==> src/uart_line_pkg.sv <==
// uart line package
// character type and framing constants shared by the 8N1 serial blocks

package uart_line_pkg;

	// one serial character
	typedef logic [7:0] byte_t;

	localparam int    DATA_BITS  = 8;		// data bits per character, no parity
	localparam byte_t FRAME_MARK = 8'h26;	// '&' opens and closes a frame

endpackage

==> src/frame_pkg.sv <==
// frame package
// string capacity, the string struct and the receive frame state encoding

package frame_pkg;

	localparam int MAX_CHARS = 16;						// payload capacity in bytes
	localparam int LEN_W     = $clog2(MAX_CHARS + 1);	// holds 0 to MAX_CHARS

	// a string as handed over by the host, entry 0 goes on the line first
	typedef struct packed {
		logic [LEN_W-1:0]                         len;
		uart_line_pkg::byte_t [MAX_CHARS-1:0]     chars;
	} str_t;

	// receive frame states
	typedef enum logic [1:0] {
		RX_IDLE    = 2'd0,	// hunting for the opening pair
		RX_MARK1   = 2'd1,	// first marker seen
		RX_CONTENT = 2'd2,	// collecting payload
		RX_MARK3   = 2'd3	// first closing marker seen
	} rx_state_t;

endpackage

==> src/uart_tx.sv <==
// uart transmitter
// sends one byte as start bit, eight data bits lsb first and one stop bit

`timescale 1ns/1ps

module uart_tx #(
	parameter int CLKS_PER_BIT = 8
) (
	input  logic                 sys_clk,
	input  logic                 sys_rst_n,
	input  logic                 byte_start,
	input  uart_line_pkg::byte_t byte_data,
	output logic                 uart_tx_port,
	output logic                 byte_busy,
	output logic                 byte_done
);

	localparam int CNT_W    = (CLKS_PER_BIT > 1) ? $clog2(CLKS_PER_BIT) : 1;
	localparam int LAST_BIT = uart_line_pkg::DATA_BITS + 1;	// stop bit slot
	localparam int IDX_W    = $clog2(LAST_BIT + 1);

	logic [CNT_W-1:0]                  clk_cnt;		// cycles into the current bit
	logic [IDX_W-1:0]                  bit_idx;		// 0 start, 1..8 data, 9 stop
	logic [uart_line_pkg::DATA_BITS:0] shift_reg;	// data bits then stop
	logic                              bit_end;

	assign bit_end   = (clk_cnt == CNT_W'(CLKS_PER_BIT - 1));
	assign byte_done = byte_busy && bit_end && (bit_idx == IDX_W'(LAST_BIT));	// last stop cycle

	always_ff @(posedge sys_clk or negedge sys_rst_n) begin
		if (!sys_rst_n) begin
			byte_busy    <= 1'b0;
			uart_tx_port <= 1'b1;	// line idles high
			clk_cnt      <= '0;
			bit_idx      <= '0;
		end else if (!byte_busy) begin
			clk_cnt <= '0;
			bit_idx <= '0;
			if (byte_start) begin
				byte_busy    <= 1'b1;
				uart_tx_port <= 1'b0;	// start bit
			end
		end else if (bit_end) begin
			clk_cnt <= '0;
			if (bit_idx == IDX_W'(LAST_BIT)) begin
				byte_busy    <= 1'b0;
				uart_tx_port <= 1'b1;
			end else begin
				bit_idx      <= bit_idx + 1'b1;
				uart_tx_port <= shift_reg[0];
			end
		end else begin
			clk_cnt <= clk_cnt + 1'b1;
		end
	end

	// ones shift in behind the data, so the stop bit comes for free
	always_ff @(posedge sys_clk) begin
		if (!byte_busy && byte_start)
			shift_reg <= {1'b1, byte_data};
		else if (byte_busy && bit_end)
			shift_reg <= {1'b1, shift_reg[uart_line_pkg::DATA_BITS:1]};
	end

endmodule

==> src/uart_rx.sv <==
// uart receiver
// synchronizes the line, samples each bit at mid-bit and checks the stop bit

`timescale 1ns/1ps

module uart_rx #(
	parameter int CLKS_PER_BIT = 8
) (
	input  logic                 sys_clk,
	input  logic                 sys_rst_n,
	input  logic                 uart_rx_port,
	output uart_line_pkg::byte_t rx_byte,
	output logic                 rx_valid
);

	localparam int CNT_W    = (CLKS_PER_BIT > 1) ? $clog2(CLKS_PER_BIT) : 1;
	localparam int HALF_CNT = (CLKS_PER_BIT - 1) / 2;	// start bit recheck point
	localparam int IDX_W    = $clog2(uart_line_pkg::DATA_BITS);

	typedef enum logic [1:0] {
		S_IDLE,
		S_START,
		S_DATA,
		S_STOP
	} state_t;

	state_t               state;
	logic                 rx_meta;
	logic                 rx_sync;
	logic                 rx_prev;		// for falling edge detect
	logic [CNT_W-1:0]     clk_cnt;
	logic [IDX_W-1:0]     bit_cnt;
	uart_line_pkg::byte_t shift_reg;
	logic                 sample;		// mid-bit strobe

	assign sample = (state == S_START) ? (clk_cnt == CNT_W'(HALF_CNT)) :
		(clk_cnt == CNT_W'(CLKS_PER_BIT - 1));

	// two-stage synchronizer
	always_ff @(posedge sys_clk or negedge sys_rst_n) begin
		if (!sys_rst_n) begin
			rx_meta <= 1'b1;
			rx_sync <= 1'b1;
			rx_prev <= 1'b1;
		end else begin
			rx_meta <= uart_rx_port;
			rx_sync <= rx_meta;
			rx_prev <= rx_sync;
		end
	end

	always_ff @(posedge sys_clk or negedge sys_rst_n) begin
		if (!sys_rst_n) begin
			state    <= S_IDLE;
			clk_cnt  <= '0;
			bit_cnt  <= '0;
			rx_valid <= 1'b0;
		end else begin
			rx_valid <= 1'b0;
			if (state == S_IDLE) begin
				clk_cnt <= '0;
				bit_cnt <= '0;
				if (rx_prev && !rx_sync)
					state <= S_START;
			end else if (!sample) begin
				clk_cnt <= clk_cnt + 1'b1;
			end else begin
				clk_cnt <= '0;
				case (state)
					S_START: state <= rx_sync ? S_IDLE : S_DATA;	// glitch, back to idle
					S_DATA: begin
						if (bit_cnt == IDX_W'(uart_line_pkg::DATA_BITS - 1))
							state <= S_STOP;
						else
							bit_cnt <= bit_cnt + 1'b1;
					end
					default: begin
						state    <= S_IDLE;
						rx_valid <= rx_sync;	// framing check
					end
				endcase
			end
		end
	end

	// lsb arrives first
	always_ff @(posedge sys_clk) begin
		if (state == S_DATA && sample)
			shift_reg <= {rx_sync, shift_reg[7:1]};
		if (state == S_STOP && sample)
			rx_byte <= shift_reg;
	end

endmodule

==> src/string_frame_ctrl.sv <==
// string frame control
// wraps a host string in '&&' markers for transmit and
// recovers framed strings from received bytes

`timescale 1ns/1ps

module string_frame_ctrl (
	input  logic                 sys_clk,
	input  logic                 sys_rst_n,
	input  frame_pkg::str_t      tx_string,
	input  logic                 tx_req,
	output logic                 tx_busy,
	output logic                 tx_done,
	output logic                 byte_start,
	output uart_line_pkg::byte_t byte_data,
	input  logic                 byte_busy,
	input  logic                 byte_done,
	input  uart_line_pkg::byte_t rx_byte,
	input  logic                 rx_valid,
	output frame_pkg::str_t      rx_string,
	output logic                 rx_busy,
	output logic                 rx_done
);

	localparam int LEN_W = frame_pkg::LEN_W;
	localparam int IDX_W = $clog2(frame_pkg::MAX_CHARS);
	localparam logic [LEN_W-1:0] CNT_FULL = LEN_W'(frame_pkg::MAX_CHARS);

	typedef enum logic [2:0] {
		TX_IDLE,
		TX_OPEN1,
		TX_OPEN2,
		TX_BODY,
		TX_CLOSE1,
		TX_CLOSE2
	} tx_state_t;

	//**************************************************************************
	// transmit side
	//**************************************************************************
	tx_state_t        tx_state;
	frame_pkg::str_t  tx_buf;		// captured host string
	logic [IDX_W-1:0] tx_idx;		// payload byte on the line
	logic             tx_pend;		// byte waiting for the serializer
	logic             tx_last;
	logic             tx_accept;

	assign tx_accept  = tx_req && (tx_state == TX_IDLE);	// requests while busy are dropped
	assign tx_busy    = (tx_state != TX_IDLE);
	assign byte_start = tx_pend && !byte_busy;
	assign byte_data  = (tx_state == TX_BODY) ? tx_buf.chars[tx_idx] : uart_line_pkg::FRAME_MARK;
	// also stops at capacity should the host length be out of range
	assign tx_last    = ((LEN_W'(tx_idx) + 1'b1) == tx_buf.len) ||
		(tx_idx == IDX_W'(frame_pkg::MAX_CHARS - 1));

	always_ff @(posedge sys_clk or negedge sys_rst_n) begin
		if (!sys_rst_n) begin
			tx_state <= TX_IDLE;
			tx_idx   <= '0;
			tx_pend  <= 1'b0;
			tx_done  <= 1'b0;
		end else begin
			tx_done <= 1'b0;
			if (byte_start)
				tx_pend <= 1'b0;
			case (tx_state)
				TX_IDLE: begin
					if (tx_accept) begin
						tx_state <= TX_OPEN1;
						tx_pend  <= 1'b1;
					end
				end
				TX_OPEN1: begin
					if (byte_done) begin
						tx_state <= TX_OPEN2;
						tx_pend  <= 1'b1;
					end
				end
				TX_OPEN2: begin
					if (byte_done) begin
						tx_idx   <= '0;
						tx_pend  <= 1'b1;
						tx_state <= (tx_buf.len == '0) ? TX_CLOSE1 : TX_BODY;	// empty string
					end
				end
				TX_BODY: begin
					if (byte_done) begin
						tx_pend <= 1'b1;
						if (tx_last)
							tx_state <= TX_CLOSE1;
						else
							tx_idx <= tx_idx + 1'b1;
					end
				end
				TX_CLOSE1: begin
					if (byte_done) begin
						tx_state <= TX_CLOSE2;
						tx_pend  <= 1'b1;
					end
				end
				TX_CLOSE2: begin
					if (byte_done) begin
						tx_state <= TX_IDLE;
						tx_done  <= 1'b1;
					end
				end
				default: tx_state <= TX_IDLE;
			endcase
		end
	end

	always_ff @(posedge sys_clk) begin
		if (tx_accept)
			tx_buf <= tx_string;
	end

	//**************************************************************************
	// receive side
	//**************************************************************************
	frame_pkg::rx_state_t                             rx_state;
	uart_line_pkg::byte_t [frame_pkg::MAX_CHARS-1:0] rx_buf;		// working buffer
	logic [LEN_W-1:0]                                 rx_cnt;
	logic                                             rx_skip;		// dropped frame, eat its closing pair
	logic                                             rx_mark;
	logic                                             rx_char;

	assign rx_mark = rx_valid && (rx_byte == uart_line_pkg::FRAME_MARK);
	assign rx_char = rx_valid && (rx_byte != uart_line_pkg::FRAME_MARK);
	assign rx_busy = (rx_state != frame_pkg::RX_IDLE);

	always_ff @(posedge sys_clk or negedge sys_rst_n) begin
		if (!sys_rst_n) begin
			rx_state  <= frame_pkg::RX_IDLE;
			rx_cnt    <= '0;
			rx_skip   <= 1'b0;
			rx_done   <= 1'b0;
			rx_string <= '0;
		end else begin
			rx_done <= 1'b0;
			case (rx_state)
				frame_pkg::RX_IDLE: begin
					if (rx_mark)
						rx_state <= frame_pkg::RX_MARK1;
				end
				frame_pkg::RX_MARK1: begin
					if (rx_mark) begin
						// a pair while skipping ends the dropped frame
						rx_state <= rx_skip ? frame_pkg::RX_IDLE : frame_pkg::RX_CONTENT;
						rx_skip  <= 1'b0;
						rx_cnt   <= '0;
					end else if (rx_char) begin
						rx_state <= frame_pkg::RX_IDLE;
					end
				end
				frame_pkg::RX_CONTENT: begin
					if (rx_mark) begin
						rx_state <= frame_pkg::RX_MARK3;
					end else if (rx_char) begin
						if (rx_cnt == CNT_FULL) begin	// overflow
							rx_state <= frame_pkg::RX_IDLE;
							rx_skip  <= 1'b1;
						end else begin
							rx_cnt <= rx_cnt + 1'b1;
						end
					end
				end
				default: begin
					if (rx_mark) begin
						rx_string.len   <= rx_cnt;
						rx_string.chars <= rx_buf;
						rx_done         <= 1'b1;
						rx_state        <= frame_pkg::RX_IDLE;
					end else if (rx_char) begin	// lone marker in payload
						rx_state <= frame_pkg::RX_IDLE;
						rx_skip  <= 1'b1;
					end
				end
			endcase
		end
	end

	// cleared at frame start so unused entries read zero
	always_ff @(posedge sys_clk) begin
		if (rx_state == frame_pkg::RX_MARK1 && rx_mark && !rx_skip)
			rx_buf <= '0;
		else if (rx_state == frame_pkg::RX_CONTENT && rx_char && rx_cnt != CNT_FULL)
			rx_buf[rx_cnt[IDX_W-1:0]] <= rx_byte;
	end

endmodule

==> src/uart_string_top.sv <==
// uart string link top
// frame control between a uart transmitter and a uart receiver

`timescale 1ns/1ps

module uart_string_top #(
	parameter int CLKS_PER_BIT = 8
) (
	input  logic            sys_clk,
	input  logic            sys_rst_n,
	input  frame_pkg::str_t tx_string,
	input  logic            tx_req,
	output logic            tx_busy,
	output logic            tx_done,
	output frame_pkg::str_t rx_string,
	output logic            rx_done,
	output logic            rx_busy,
	input  logic            uart_rx_port,
	output logic            uart_tx_port
);

	// byte level links
	logic                 byte_start;
	logic                 byte_busy;
	logic                 byte_done;
	uart_line_pkg::byte_t byte_data;
	uart_line_pkg::byte_t rx_byte;
	logic                 rx_valid;

	string_frame_ctrl u_ctrl (
		.sys_clk    (sys_clk),
		.sys_rst_n  (sys_rst_n),
		.tx_string  (tx_string),
		.tx_req     (tx_req),
		.tx_busy    (tx_busy),
		.tx_done    (tx_done),
		.byte_start (byte_start),
		.byte_data  (byte_data),
		.byte_busy  (byte_busy),
		.byte_done  (byte_done),
		.rx_byte    (rx_byte),
		.rx_valid   (rx_valid),
		.rx_string  (rx_string),
		.rx_busy    (rx_busy),
		.rx_done    (rx_done)
	);

	uart_tx #(
		.CLKS_PER_BIT (CLKS_PER_BIT)
	) u_tx (
		.sys_clk      (sys_clk),
		.sys_rst_n    (sys_rst_n),
		.byte_start   (byte_start),
		.byte_data    (byte_data),
		.uart_tx_port (uart_tx_port),
		.byte_busy    (byte_busy),
		.byte_done    (byte_done)
	);

	uart_rx #(
		.CLKS_PER_BIT (CLKS_PER_BIT)
	) u_rx (
		.sys_clk      (sys_clk),
		.sys_rst_n    (sys_rst_n),
		.uart_rx_port (uart_rx_port),
		.rx_byte      (rx_byte),
		.rx_valid     (rx_valid)
	);

endmodule

==> config.mk <==
export PLATFORM = sky130hd
export DESIGN_NAME = uart_string_top
export DESIGN_NICKNAME = d
export VERILOG_FILES = /design/src/uart_line_pkg.sv /design/src/frame_pkg.sv /design/src/uart_tx.sv /design/src/uart_rx.sv /design/src/string_frame_ctrl.sv /design/src/uart_string_top.sv
export SDC_FILE = /design/constraint.sdc
export NUM_CORES = 1
export LEC_CHECK = 0
export BUFFER_PORTS_ARGS = -buffer_cell sky130_fd_sc_hd__clkbuf_2
export CAP_MARGIN = 10
export CORE_ASPECT_RATIO = 1.75
export CORE_UTILIZATION = 60
export DETAILED_ROUTE_END_ITERATION = 16
export PLACE_DENSITY = 0.83
export SYNTH_ARGS = -nofsm -noshare
export SYNTH_HDL_FRONTEND = slang
export SYNTH_SLANG_ARGS = --single-unit
==> constraint.sdc <==
create_clock -name sys_clk -period 22.6 [get_ports sys_clk]
set_clock_uncertainty 0.15 [all_clocks]
set_input_delay 2.26 -clock sys_clk [delete_from_list [all_inputs] [get_ports sys_clk]]
set_output_delay 2.26 -clock sys_clk [all_outputs]
set_load 0.01 [all_outputs]
# Word level (Yosys, flattened, before mapping)
# Cells that the tools add are included.
[op_classes]
addsub = 7
n_lt_le_gt_ge = 3
n_eq_ne = 43
muxes = 79
bitwise = 2
reduce_logical = 45
[op_table]
columns = ["operator", "count"]
rows = [
  ["128-bit bitwise mux", 1],
  ["3-bit two-way mux", 16],
  ["8-bit two-way mux", 5],
  ["8-bit binary-select mux with 4-bit select", 1],
  ["8-bit demux with 4-bit select", 1],
  ["2-bit two-way mux", 13],
  ["1-bit two-way mux", 25],
  ["4-bit two-way mux", 6],
  ["2-bit != test (second input constant)", 12],
  ["5-bit two-way mux", 4],
  ["3-bit one-hot mux with 6 select lines", 1],
  ["2-bit nonzero test", 8],
  ["3-bit equality test (second input constant)", 5],
  ["1-bit logical AND", 15],
  ["2-bit by 1-bit != test with 1-bit output (second input constant)", 7],
  ["7-bit AND reduction", 2],
  ["4-bit by 5-bit < comparator with 1-bit output (second input constant)", 2],
  ["5-bit one-hot mux with 2 select lines", 1],
  ["3-bit by 1-bit adder with 3-bit output (second input constant)", 3],
  ["3-bit by 2-bit equality test with 1-bit output (second input constant)", 3],
  ["3-bit by 1-bit != test with 1-bit output (second input constant)", 3],
  ["3-bit AND reduction", 3],
  ["4-bit by 1-bit adder with 4-bit output (second input constant)", 2],
  ["4-bit equality test (second input constant)", 2],
  ["other kinds (29)", 38],
]
[word_totals]
regBits = 457
inputBits = 137
out_inout_bits = 138
wordCells = 251

# Longest topological paths before layout
[depth]
depth_word = 6
ltp_mapped = 8
ltp_nobuf = 7

# Hierarchy
# From an unflattened synthesis, not the netlist that was laid out.
[hier_totals]
cells_unflattened = 1493
area_unflattened_um2 = 17464.2
[modules_own_cells]
columns = ["module", "n_inst", "cells_per_inst", "area_per_inst_um2", "seq_area_each_um2"]
rows = [
  ["string_frame_ctrl", 1, 1361, 15534.9, 10334.9],
  ["uart_rx", 1, 70, 1114.8, 784.5],
  ["uart_tx", 1, 62, 814.5, 466.7],
]

# Worst setup path before layout
# Ideal clock, no wire load.
[synth_path]
path_kind = "input -> register"
start = "input port tx_req"
end = "register u_ctrl.tx_buf[0] in the netlist's numbering, enable pin"
setup_ps = 627
arrival_time_ps = 7775
required_ps = 21823
slack_ps = 14047
stages = 2
path_buffers = 0
path_cell_list = "inv_1 > nor2_1"
[synth_between]
elab_chain_len = 1
[synth_lines]
columns = ["item", "line", "source"]
rows = [
  ["from (decl)", "uart_string_top.sv:12", "input logic tx_req,"],
  ["1-bit logical AND", "string_frame_ctrl.sv:48", "assign tx_accept = tx_req && (tx_state == TX_IDLE);"],
  ["net u_ctrl.tx_accept", "string_frame_ctrl.sv:46", "logic tx_accept;"],
  ["to (signal assigned)", "string_frame_ctrl.sv:114", "tx_buf <= tx_string;"],
  ["to (decl)", "string_frame_ctrl.sv:42", "frame_pkg::str_t tx_buf;"],
]
# The timed path passes the listed nets, and every way through them passes these cells.
# A chain may end at the register's enable or synchronous reset.

# Worst setup path after layout
[layout_path]
start = "input port tx_req"
end = "register u_ctrl.tx_buf[44] in the netlist's numbering, enable pin"
# Same word-level chain as after synthesis.

==> reports/metrics.csv <==
stage,metric,value,unit
setup_path,worst path cell trace,"clkbuf_2, inv_1, nor2_4, buf_4",
power,Leak,0.00930,uW
placed_design,PortBufs,274,
setup_path,crit-path max cell delay,0.96,ns
cells_and_area,# nets final,1640,
cts,hold_buf cts,0,
setup_path,Crit. End Element,flop,
global_route,first-pass GRT wire length,58400,um
power,share of total power in sequential cells,0.546,
power,PD cells,81.8,mW/mm2
route,DR DRC count,0,
setup_path,startpoint types,primary input,
global_route,vias in the first global route,11000,
floorplan,area of the core,0.0300,mm2
setup_path,crit path kind,in2reg,
power,NetSw,376,uW
route,WL per Instance,19.6,um
power,clock group share of total power,0.396,
power,net switching fraction of the power,0.220,
power,Comb pwr share,0.057,
power,peak supply drop,73.4,uV
cts,clk_lat worst skew,0.55,ns
power,Internal Pwr Total,1340,uW
cells_and_area,Antenna Cells,0,
route,antenna violation net count after detailed routing,0,
cts,CTS tree,built,
cells_and_area,share of layout cells above drive strength 1,0.349,
floorplan,FP Rows,84,
sta,Fin Hold WS,0.215,ns
setup_path,"Req. time, crit path",22.61,ns
global_route,gr ovfl total,0,
sta,Setup Viol. Count Final,0,
floorplan,DIE HEIGHT,232,um
run_status,status,"finished, final reports clean",
global_route,initial antenna violation count,0,
route,vias per inst,5.63,
global_route,largest net degree at the start of global routing,100,
yosys,post-synthesis average cell area,14.7,um2
sta,Final Hold Fails,0,
route,initial drt markers,481,
cells_and_area,area delta synth->final,14.9,%
hold_path,Min-Delay Path Class,reg2reg,
cts,clk buf depth,3,
cts,clock sinks,457,
setup_path,critical path's top delay family,buffers and inverters,
setup_path,critical-path maximum fanout,94,
cts,post-cts resize count,0,
yosys,ys flop type,dfrtp_1,
route,via count,10700,
setup_path,Buf/Inv on CP,3,
yosys,synth warn,0,
placed_design,HPWL after DPL,25100,um
cells_and_area,Largest regs,"u_ctrl.rx_string x133, u_ctrl.tx_buf x133, u_ctrl.rx_buf x128",
yosys,register area share after synthesis,0.636,
setup_path,Critical Path AT,4.28,ns
floorplan,Die Wd,134,um
global_route,GRT Overall Usage,0.245,
sta,setup_tns,0,ns
setup_path,crit path max-delay cell type,buf_4,
cts,"CTS clk-pin slew, worst paths",0.07,ns
route,drt pass-1 iters,4,
cts,Num CTS Buffers,39,
floorplan,Initial Util,0.608,
route,Post-Route WL,37300,um
floorplan,Ports,275,
yosys,Synth cell types,65,
run,Max Cap Viol,0,
cts,H-tree level count,2,
sta,max_slew headroom,0.241,
placed_design,routability cong.,0.838,
yosys,Post-Syn Area,0.0182,mm2
yosys,syn_nets,1392,
sta,Final Max Slew Viols,0,
sta,worst slew pin tran,1.13,ns
yosys,ys async rst share,0.376,
yosys,#FFs+latches synth,457,
yosys,Post-synth EDFFs,157,
sta,fmax,234,MHz
sta,RSZ-0062 raised after global routing,false,
floorplan,die area,0.0311,mm2
cts,Root Buffer Master,clkbuf_16,
yosys,cells after synthesis,1238,
sta,fin crit period,4.27,ns
sta,period utilisation layout,0.189,
cts,postcts setup bufs,0,
## per-layer routing
| metal | part of all wire | global-route usage | routed length [um] | up-vias |
|---|---|---|---|---|
| met2 | 0.54 | 0.449 | 20200 | 365 |
| li1 | - | - | - | 4939 |
| met1 | 0.37 | 0.275 | 13800 | 5307 |
| met4 | 0.039 | 0.108 | 1440 | 0 |
| met5 | 0 | 0 | 0 | - |
| met3 | 0.050 | 0.0453 | 1860 | 84 |
## cells by family after synthesis
kind of cell               after synthesis  synth area share
xor gates and xnor gates                11           0.00529
AOI/OAI and AO/OA                       99            0.0341
adders and majority gates               17            0.0117
DFF                                    457             0.636
muxes                                  274             0.205
and+or+nand+nor                        295            0.0772
buffers and inverters                   85            0.0303
## cell usage after synthesis (3+ instances only)
master,number,share of area
a21oi_1,35,0.0096
a221oi_1,5,0.0024
a22o_1,5,0.0024
a31oi_1,3,0.0010
and2_1,8,0.0027
and3_1,4,0.0014
buf_1,3,0.00062
buf_12,11,0.012
buf_2,10,0.0027
buf_6,5,0.0031
clkbuf_1,41,0.0085
clkbuf_2,3,0.00082
dfrtp_1,168,0.23
dfstp_2,4,0.0058
dfxtp_1,128,0.14
edfxtp_1,157,0.26
ha_1,17,0.012
inv_1,12,0.0025
mux2_2,11,0.0068
mux2_4,123,0.10
mux2i_1,111,0.061
mux4_2,29,0.036
nand2_1,61,0.013
nand2b_1,4,0.0014
nand3_1,40,0.011
nand3b_1,4,0.0016
nor2_1,122,0.025
nor2_2,9,0.0031
nor2b_1,13,0.0045
nor3_1,7,0.0019
nor3_2,3,0.0016
o211ai_1,4,0.0016
o21a_1,3,0.0012
o21ai_0,24,0.0066
o22ai_1,3,0.0010
o32a_1,3,0.0016
or4_1,3,0.0012
xnor2_1,6,0.0029
xor2_1,5,0.0024
## final cells by class
type | count | area (um2)
Multi-Input combinational cell | 696 | 6090
Sequential cell | 457 | 11600
Fill cell | 1981 | 9030
Clock inverter | 19 | 225
Inverter | 12 | 45.0
Clock buffer | 50 | 1070
Tap cell | 387 | 484
Timing Repair Buffer | 280 | 1420
## per-stage QoR
stage | total power, uW | std cells | util | cell area [um2] | worst slack [ns]
2_1_floorplan | 1020 | 1238 | - | 18200 | 14.05
3_3_place_gp | 1040 | 1832 | 0.655 | 19600 | 17.83
3_5_place_dp | 1050 | 1832 | 0.655 | 19600 | 17.77
4_1_cts | 1730 | 1901 | 0.698 | 20900 | 18.33
5_1_grt | 1770 | 1901 | 0.698 | 20900 | 18.16
6_report | 1710 | 1901 | 0.698 | 20900 | 18.33
## power by group through the flow
stage,Clock [uW],Sequential [uW],Combinational [uW]
floorplan,0,953,65.4
global placement,0,948,96.0
detailed placement,0,953,99.7
CTS,691,936,100
global route,721,939,109
finish,679,935,97.9
## path summary, 6_finish.rpt
check,start,endpoint,slack (ns),cells past startpoint
worst min-delay path,u_rx.rx_meta$_DFF_PN1_,u_rx.rx_sync$_DFF_PN1_,0.21,0
worst max register to register,u_rx.rx_byte[5]$_DFFE_PP_,u_ctrl.rx_buf[109]$_SDFFE_PP0P_,18.38,6
max in group asynchronous,sys_rst_n,u_ctrl.rx_string[72]$_DFFE_PN0P_,19.09,2
worst max-delay path,tx_req,u_ctrl.tx_buf[44]$_DFFE_PP_,18.33,4
min in group asynchronous,sys_rst_n,u_ctrl.rx_string[112]$_DFFE_PN0P_,1.67,1
worst min register to register,u_rx.rx_meta$_DFF_PN1_,u_rx.rx_sync$_DFF_PN1_,0.21,0
## layout by cell type (no fill, tap or decap), drive strengths merged, types with 3 or more instances in the layout
master  count
clkbuf    323
dfrtp     168
edfxtp    157
mux2      134
nor2      131
dfxtp     128
mux2i     111
nand2      61
nand3      41
a21oi      35
mux4       29
o21ai      25
ha         17
clkinv     14
nor2b      13
inv        12
nor3       11
and2        8
buf         7
xnor2       6
a22o        5
a221oi      5
xor2        5
nand2b      4
nand3b      4
and3        4
o211ai      4
bufinv      4
dfstp       4
o22ai       3
o32a        3
or4         3
o21a        3
a31oi       3
a211oi      3
Power figures use the tool's default switching activity.
